File: src/rtl/eth_stream_pkg.sv
//--------------------
// stream data types for the link tester
// byte, length and sequence widths plus the generator FSM states
//--------------------

package eth_stream_pkg;

    // one data byte on the MAC-side stream
    typedef logic [7:0] byte_t;

    // frame length in bytes, or pause length in clock cycles
    typedef logic [15:0] frame_len_t;

    // frame sequence number
    // wraps at 256, adds to the byte index for the pattern
    typedef logic [7:0] seq_t;

    //--------------------
    // generator FSM
    //--------------------
    // idle: waiting for start and link
    // send: bytes of a frame on the stream
    // pause: gap after eof, valid held low
    typedef enum logic [1:0] {
        GEN_IDLE  = 2'd0,
        GEN_SEND  = 2'd1,
        GEN_PAUSE = 2'd2
    } gen_state_t;

endpackage

File: src/rtl/frame_gen.sv
//--------------------
// test frame generator
// pattern frames of programmable length, pause between frames
//--------------------
`timescale 1ns/100ps

module frame_gen
    import eth_stream_pkg::*;
(
    input  logic       aurora_usr_clk,
    input  logic       rst_i,

    input  logic       start_i,
    input  logic       link_up_i,
    input  frame_len_t pkt_size_i,
    input  frame_len_t pause_size_i,

    // tx stream, ready is a level from the MAC side
    input  logic       tx_ready_i,
    output byte_t      tx_data_o,
    output logic       tx_valid_o,
    output logic       tx_sof_o,
    output logic       tx_eof_o
);

    gen_state_t state;
    frame_len_t byte_idx;
    frame_len_t pause_cnt;
    seq_t       seq_q;
    seq_t       launch_seq;
    logic       tx_fire;
    logic       frame_end;
    logic       pause_done;
    logic       launch;

    assign tx_fire   = tx_valid_o && tx_ready_i;
    assign frame_end = tx_fire && tx_eof_o;
    // gap finished, or no gap at all after this eof
    assign pause_done = ((state == GEN_PAUSE) && (pause_cnt <= 16'd1)) ||
                        (frame_end && (pause_size_i == '0));
    assign launch     = start_i && ((state == GEN_IDLE) || pause_done);
    // first byte of a new frame is its sequence number
    assign launch_seq = frame_end ? seq_q + 8'd1 : seq_q;

    always_ff @(posedge aurora_usr_clk) begin
        if (rst_i || !link_up_i) begin
            // link loss drops the stream at once and restarts the sequence
            state      <= GEN_IDLE;
            tx_valid_o <= 1'b0;
            tx_sof_o   <= 1'b0;
            tx_eof_o   <= 1'b0;
            seq_q      <= '0;
        end else begin
            if (frame_end) begin
                seq_q <= seq_q + 8'd1;
            end
            if (launch) begin
                state      <= GEN_SEND;
                tx_valid_o <= 1'b1;
                tx_sof_o   <= 1'b1;
                tx_eof_o   <= (pkt_size_i <= 16'd1);
                tx_data_o  <= launch_seq;
                byte_idx   <= 16'd1;
            end else begin
                case (state)
                    GEN_SEND: begin
                        // outputs hold while ready is low
                        if (frame_end) begin
                            tx_valid_o <= 1'b0;
                            tx_sof_o   <= 1'b0;
                            tx_eof_o   <= 1'b0;
                            pause_cnt  <= pause_size_i;
                            state <= (pause_size_i == '0) ? GEN_IDLE : GEN_PAUSE;
                        end else if (tx_fire) begin
                            // pattern is seq + index, so just step the byte
                            tx_data_o <= tx_data_o + 8'd1;
                            tx_sof_o  <= 1'b0;
                            tx_eof_o  <= (byte_idx == pkt_size_i - 16'd1);
                            byte_idx  <= byte_idx + 16'd1;
                        end
                    end
                    GEN_PAUSE: begin
                        // start dropped: stop here at the frame boundary
                        if (pause_cnt <= 16'd1) begin
                            state <= GEN_IDLE;
                        end else begin
                            pause_cnt <= pause_cnt - 16'd1;
                        end
                    end
                    default: begin
                        state <= GEN_IDLE;
                    end
                endcase
            end
        end
    end

endmodule

File: config.mk
export PLATFORM = sky130hd
export DESIGN_NAME = frame_gen
export DESIGN_NICKNAME = d
export VERILOG_FILES = /design/src/rtl/eth_stream_pkg.sv /design/src/rtl/frame_gen.sv
export SDC_FILE = /design/constraint.sdc
export NUM_CORES = 1
export LEC_CHECK = 0
export BUFFER_PORTS_ARGS = -buffer_cell sky130_fd_sc_hd__buf_4
export CAP_MARGIN = 20
export CORE_UTILIZATION = 55
export DETAILED_ROUTE_END_ITERATION = 8
export GPL_ROUTABILITY_DRIVEN = 0
export MAX_ROUTING_LAYER = met4
export PLACE_DENSITY_LB_ADDON = 0.25
export SYNTH_ARGS = -nofsm -noshare
export SYNTH_HDL_FRONTEND = slang
export SYNTH_SLANG_ARGS = --single-unit
File: constraint.sdc
create_clock -name aurora_usr_clk -period 10.12 [get_ports aurora_usr_clk]
set_clock_uncertainty 0.2 [all_clocks]
set_input_delay 2.024 -clock aurora_usr_clk [delete_from_list [all_inputs] [get_ports aurora_usr_clk]]
set_output_delay 2.024 -clock aurora_usr_clk [all_outputs]
set_load 0.02 [all_outputs]
==> results of run 1 <==
==> sequential cells by signal, summed over array words and instances, names as in the netlist <==
| signal | flops |
|---|---|
| seq_q | 8 |
| tx_sof_o | 1 |
| byte_idx | 16 |
| state | 2 |
| tx_data_o | 8 |
| tx_eof_o | 1 |
| tx_valid_o | 1 |
| pause_cnt | 16 |
==> layout make-up <==
class / instances / area (um^2)
fill: 515 / 2020
multi-input combinational: 289 / 1810
sequential: 53 / 1460
timing repair buffer: 49 / 368
clock buffer: 7 / 97.6
tap: 75 / 93.8
inverter: 7 / 26.3
clock inverter: 1 / 5.00
==> through the flow <==
| step | hold slack [ps] | total power [W] | instances | setup slack, ps | util, % |
|---|---|---|---|---|---|
| CTS | 289 | 0.000429 | 481 | 5960 | 65.7 |
| global placement | 273 | 0.000299 | 473 | 5720 | 63.9 |
| floorplan | 273 | 0.000277 | 362 | 5380 | - |
| detailed placement | 276 | 0.000301 | 473 | 5630 | 63.9 |
| finish | 283 | 0.000425 | 481 | 5980 | 65.7 |
| global route | 312 | 0.000443 | 481 | 5830 | 65.7 |
==> power breakdown <==
group	internal [W]	leakage [nW]	switching (W)
combinational	0.0000255	0.861	0.0000281
clock	0.0000635	0.0534	0.0000657
sequential	0.000238	0.472	0.00000450
total	0.000327	1.39	0.0000983
==> cell usage in the layout (no fill, tap or decap), types with 4 or more instances in the layout <==
cell      count
nand4_1      11
edfxtp_1     40
and3_1        9
clkbuf_8      5
xnor2_1      33
nand2b_1      5
o21ai_0      19
a21oi_1      17
nor4_1       12
ha_1          7
inv_1         7
nor3_1        8
nand2_1      33
or4_1         4
buf_4        49
nand3_1      17
nor2_1       47
dfxtp_1      13
xor2_1       25
==> layer usage <==
layer | vias up | share of wire (%) | GRT usage (%)
li1 | 1392 | - | -
met1 | 1332 | 46 | 29.8
met2 | 60 | 49 | 41.3
met3 | 13 | 3.6 | 3.89
met4 | 0 | 1.8 | 7.50
met5 | - | 0 | -
==> tightest hold or removal path, stage by stage, from the launching register on <==
cell and delay, ps:
dfxtp_1 330, nand2_1 60, a21oi_1 50
==> worst max-delay path by stage <==
stage                   endpoint  slack, ps  cells after the start
CTS                  byte_idx[6]       5960                      6
finish               byte_idx[6]       5980                      6
floorplan           pause_cnt[0]       5380                      5
global placement    byte_idx[11]       5720                      6
global route         byte_idx[6]       5830                      6
detailed placement  byte_idx[10]       5630                      6
==> kinds of logic after synthesis <==
kind of cell,count (synthesis),share of synthesized area [%]
multiplexers,2,0.598
AO/OA/AOI/OAI,57,10.6
adder cells (fa/ha/maj),7,2.62
flip-flops,53,43.6
AND/OR/NAND/NOR,165,24.9
XOR/XNOR,58,15.2
buffers and inverters,20,2.47
==> summary.md, run 1 <==
| Metric | Value |
|---|---|
| Worst Path Required | `approximately 10000 ps` |
| Hold buffer count at CTS | `0` |
| Final HPWL DP | `approximately 5.3 mm` |
| Pleak | `around 1.4 nW` |
| Crit path launch | `pause_size_i[3]` |
| Cell Rows | `28` |
| Register area share after synthesis | `43.6%` |
| Crit Path Max Fanout | `17` |
| DRT Wirelength | `6.99 mm` |
| Antenna violations before repair | `0` |
| Clk_lat worst skew | `between 300 and 400 ps` |
| Share of layout cells above drive strength 1 | `between 10% and 20%` |
| Status | `completed` |
| DRT iter0 DRCs | `172` |
| MaxCap Viol Count | `0` |
| Initial Utilization | `a little under three fifths` |
| Vias | `roughly 2.8k` |
| Setup crit end kind | `flop` |
| Sink Count | `53` |
| Hold depth | `2` |
| Post-synth EDFFs | `40` |
| Slowest stage cell on the critical path | `a21oi_2` |
| Critical Path Max Stage Delay | `roughly 510 ps` |
| Placed Area | `roughly 3800 um^2` |
| CTS Buffer Depth | `2` |
| First-pass GRT wire length | `11.8 mm` |
| Fin crit share | `roughly two fifths` |
| Diodes inserted | `0` |
| Count of cell types in the netlist | `a little over 50` |
| Num CTS Buffers | `5` |
| Final Hold Viols | `0` |
| Max transition margin | `between 30% and 40%` |
| Largest net degree at the start of global routing | `34` |
| Count leader, synth | `nor2_1` |
| Slew Viols, Final | `0` |
| Routed WL per cell | `14.5 um` |
| Reg-to-reg startpoint | `pause_cnt[2]` |
| PortBufs | `47` |
| Count of cells resized by post-cts repair | `0` |
| Post-Syn Area | `roughly 3300 um^2` |
| Setup CP Type | `primary input to flop` |
| Synth top area share | `around 36%` |
| NumNets Final | `between 400 and 500` |
| Fin area | `roughly 3900 um^2` |
| Post-synth ARST share | `0%` |
| Synth top cells by count | `nor2_1, edfxtp_1, nand2_1, xnor2_1, xor2_1` |
| Die height | `80.0 um` |
| Final ANT Viol Nets | `0` |
| Reg-to-Reg End | `byte_idx[6]` |
| Area leader, netlist | `edfxtp_1` |
| # Post-CTS Setup Buffers | `0` |
| CP Buf/Inv Count | `2` |
| CP delay by family, top | `compound AO/OA/AOI/OAI gates` |
| Core ar. | `5890 um^2` |
| Synth Flop Type | `edfxtp_1` |
| CTS root buf | `clkbuf_8` |
| Setup-failing EPs final | `0` |
| Post-Syn Nets | `406` |
| Worst-Margin Slew | `1020 ps` |
| Ports | `48` |
| Fmax | `0.242 GHz` |
| DRC Markers | `0` |
| 1st-pass router iterations | `4` |
| R2r setup slk | `6640 ps` |
| Hold path endpoint | `tx_sof_o` |
| Clk pin slew, worst setup/hold paths | `about 90 ps` |
| Die footprint | `6400 um^2` |
| Area grow syn2layout | `15.4%` |
| Setup TNS | `0 ps` |
| GRT Total Usage | `approximately a quarter` |
| Yosys reg bits | `53` |
| CP cell instances | `buf_4 -> nor4_1 -> and4_1 -> a32oi_1 -> a21oi_2 -> buf_4` |
| Die width | `between 80 and 90 um` |
| H-tree Lvls | `2` |
| Grt total ovfl | `0` |
| Crit-path most repeated cell | `buf_4` |
| Via/cell ratio | `~5.8` |
| Min-delay worst type | `flop to flop` |
| RSZ-0062 raised after global routing | `no` |
| Power Density | `approximately 110 nW/um^2` |
| Worst R2R Path Depth | `7` |
| Synth area leaders | `edfxtp_1, xnor2_1, dfxtp_1` |
| Number of warnings issued by yosys | `0` |
| Cells after Synth | `about 360` |
| Critical Path Start Type | `primary input` |
| Vias in the first global route | `between 2k and 3k` |
| Minimum clock period | `approximately 4100 ps` |
| Critical Path AT | `between 3000 and 4000 ps` |
| Hold Path Origin | `tx_sof_o` |
| CTS tree | `done` |
| Peak supply drop | `around 0.068 mV` |
| Avg Cell Area, Syn | `around 9.2 um^2` |
Note: power is estimated with default switching activity, not from simulation.
==> run 2, diff against run 1 <==
Settings changed: CORE_UTILIZATION 55 to 52.
Clock period 10.12 ns to 3.55 ns, I/O delays scaled along.
==> run 2 against run 1 <==
Against the previous run:
- worst setup slack lost 5500 ps
- routed wire length grew 0.27%
- non-clock buffer count grew 6
- utilization shrank 1.3 points
- global-route usage shrank 0.66 points
- critical endpoint is now tx_data_o[0]
- largest power group unchanged
==> summary.md, run 2 (synthesis results as in run 1) <==
| Metric | Value |
|---|---|
| Critical Path AT | `2930 ps (-1010 ps)` |
| Critical Path Start Type | `flop` |
| Routed WL per cell | `14.4 um (-0.96%)` |
| Setup-failing EPs final | `0 (unchanged)` |
| Hold Path Origin | `tx_sof_o` |
| Crit Path Max Fanout | `18 (+1)` |
| Antenna violations before repair | `0 (unchanged)` |
| Largest regs | `byte_idx (16), pause_cnt (16)` |
| Reg-to-reg startpoint | `pause_cnt[2]` |
| Placed Area | `3810 um^2 (+1.2%)` |
| Worst-Margin Slew | `691 ps (-333 ps)` |
| Ports | `48 (unchanged)` |
| Slew Viols, Final | `0 (unchanged)` |
| Die footprint | `6760 um^2 (+5.6%)` |
| Cell Rows | `28 (unchanged)` |
| H-tree Lvls | `2 (unchanged)` |
| Logic pwr share | `13.0% (+0.4 points)` |
| CTS Buffer Depth | `2 (unchanged)` |
| GRT Total Usage | `23.6% (-0.66 points)` |
| NumNets Final | `455 (+1.3%)` |
| Clk pin slew, worst setup/hold paths | `90 ps (about the same)` |
| Worst Path Required | `3390 ps (-6530 ps)` |
| Die width | `82.2 um (+2.8%)` |
| Core ar. | `6060 um^2 (+3.0%)` |
| Grt total ovfl | `0 (unchanged)` |
| Diodes inserted | `0 (unchanged)` |
| # Post-CTS Setup Buffers | `0 (unchanged)` |
| Total power | `0.00119 W (+180%)` |
| Initial Utilization | `55.2% (-1.6 points)` |
| Fin crit share | `between 80% and 90%` |
| Count of cells resized by post-cts repair | `0 (unchanged)` |
| PortBufs | `47 (unchanged)` |
| Die height | `82.2 um (+2.8%)` |
| Fin area | `3900 um^2 (+0.94%)` |
| Num CTS Buffers | `5 (unchanged)` |
| Switching Fraction | `23.5% (+0.38 points)` |
| Pleak | `1.41 nW (+1.5%)` |
| DRC Markers | `0 (unchanged)` |
| Status | `completed` |
| 1st-pass router iterations | `4 (unchanged)` |
| Max transition margin | `53.9% (+23 points)` |
| Hold buffer count at CTS | `0 (unchanged)` |
| Min-delay worst type | `flop to flop` |
| Vias | `2746 (-1.8%)` |
| Most common cell after layout, fill and taps aside | `buf_4` |
| Setup CP Type | `flop to flop` |
| Clk network pwr share | `29.1% (-1.3 points)` |
| Minimum clock period | `around 3100 ps` |
| Largest net degree at the start of global routing | `34 (unchanged)` |
| NetSw | `0.000280 W (+190%)` |
| MaxCap Viol Count | `0 (unchanged)` |
| DRT iter0 DRCs | `136 (-21%)` |
| Int Power | `0.000913 W (+180%)` |
| Most frequent cells in the layout | `buf_4, nor2_1, edfxtp_1, nand2_1, xnor2_1` |
| Final ANT Viol Nets | `0 (unchanged)` |
| RSZ-0062 raised after global routing | `no` |
| Crit path launch | `pause_cnt[2]` |
| Via/cell ratio | `5.64 (-3.0%)` |
| Seq pwr share | `57.9% (+0.9 points)` |
| Vias in the first global route | `2721 (+2.3%)` |
| Clk_lat worst skew | `310 ps (about the same)` |
| Setup TNS | `0 ps (unchanged)` |
| Share of layout cells above drive strength 1 | `17.2% (+1.2 points)` |
| CTS tree | `done` |
| Final HPWL DP | `5.43 mm (+2.8%)` |
| DRT Wirelength | `7.01 mm (+0.27%)` |
| First-pass GRT wire length | `11.9 mm (+0.99%)` |
| Area grow syn2layout | `16.5%` |
| Peak supply drop | `0.200 mV (+190%)` |
| Final Hold Viols | `0 (unchanged)` |
| Fmax | `0.324 GHz` |
| Sink Count | `53 (unchanged)` |
| Setup crit end kind | `flop` |
| Power Density | `306 nW/um^2 (+180%)` |
| CTS root buf | `clkbuf_8` |
run 2: cell types whose count changed in the layout (fill, tap and decap cells not counted):
| cell | delta |
|---|---|
| clkinv_2 | -1 |
| clkbuf_8 | +1 |
| clkbuf_16 | -1 |
| clkinvlp_4 | +1 |
| buf_4 | +6 |
run 2: final timing paths:
kind / endpoint / slack [ps] / cells after the start
min: tx_sof_o / 260 / 2
min reg2reg: tx_sof_o / 260 / 2
max reg2reg: tx_data_o[0] / 470 / 7
max: tx_data_o[0] / 470 / 7
run 2: through the flow:
| stage | cells | setup slack [ps] | util (%) | hold slack, ps |
|---|---|---|---|---|
| 3_3_place_gp | 479 | 467 | 62.8 | 252 |
| 2_1_floorplan | 362 | 128 | - | 273 |
| 5_1_grt | 487 | 271 | 64.4 | 311 |
| 4_1_cts | 487 | 443 | 64.4 | 265 |
| 6_report | 487 | 465 | 64.4 | 262 |
| 3_5_place_dp | 479 | 431 | 62.8 | 252 |
run 2: power groups by stage:
| stage | Sequential [W] | Combinational, W | Clock (W) |
|---|---|---|---|
| 6_report | 0.000691 | 0.000155 | 0.000347 |
| 3_3_place_gp | 0.000705 | 0.000152 | 0 |
| 5_1_grt | 0.000693 | 0.000174 | 0.000379 |
| 3_5_place_dp | 0.000705 | 0.000156 | 0 |
| 4_1_cts | 0.000691 | 0.000156 | 0.000360 |
| 2_1_floorplan | 0.000706 | 0.0000837 | 0 |
run 2: per-layer routing:
metal  global-route usage (%)  vias up  share of wire, %
met5                        -        -                 0
met4                     8.07        0               2.0
met3                     3.52       13               2.9
met2                     41.7       54                52
met1                     27.4     1279                43
li1                         -     1400                 -
run 2: worst max-delay path: stages, from the launching register on:
cell      delay (ps)
edfxtp_1         440
or4_1            590
nor3_2           230
or4b_1           480
nand2_1          110
a32o_2           390
buf_4            280
mux2i_1           90
run 2: layout make-up:
class | instances | area, um^2
Fill cell | 531 | 2160
Inverter | 7 | 26.3
Tap cell | 75 | 93.8
Multi-Input combinational cell | 289 | 1810
Clock buffer | 7 | 86.3
Timing Repair Buffer | 55 | 413
Clock inverter | 1 | 7.51
Sequential cell | 53 | 1460
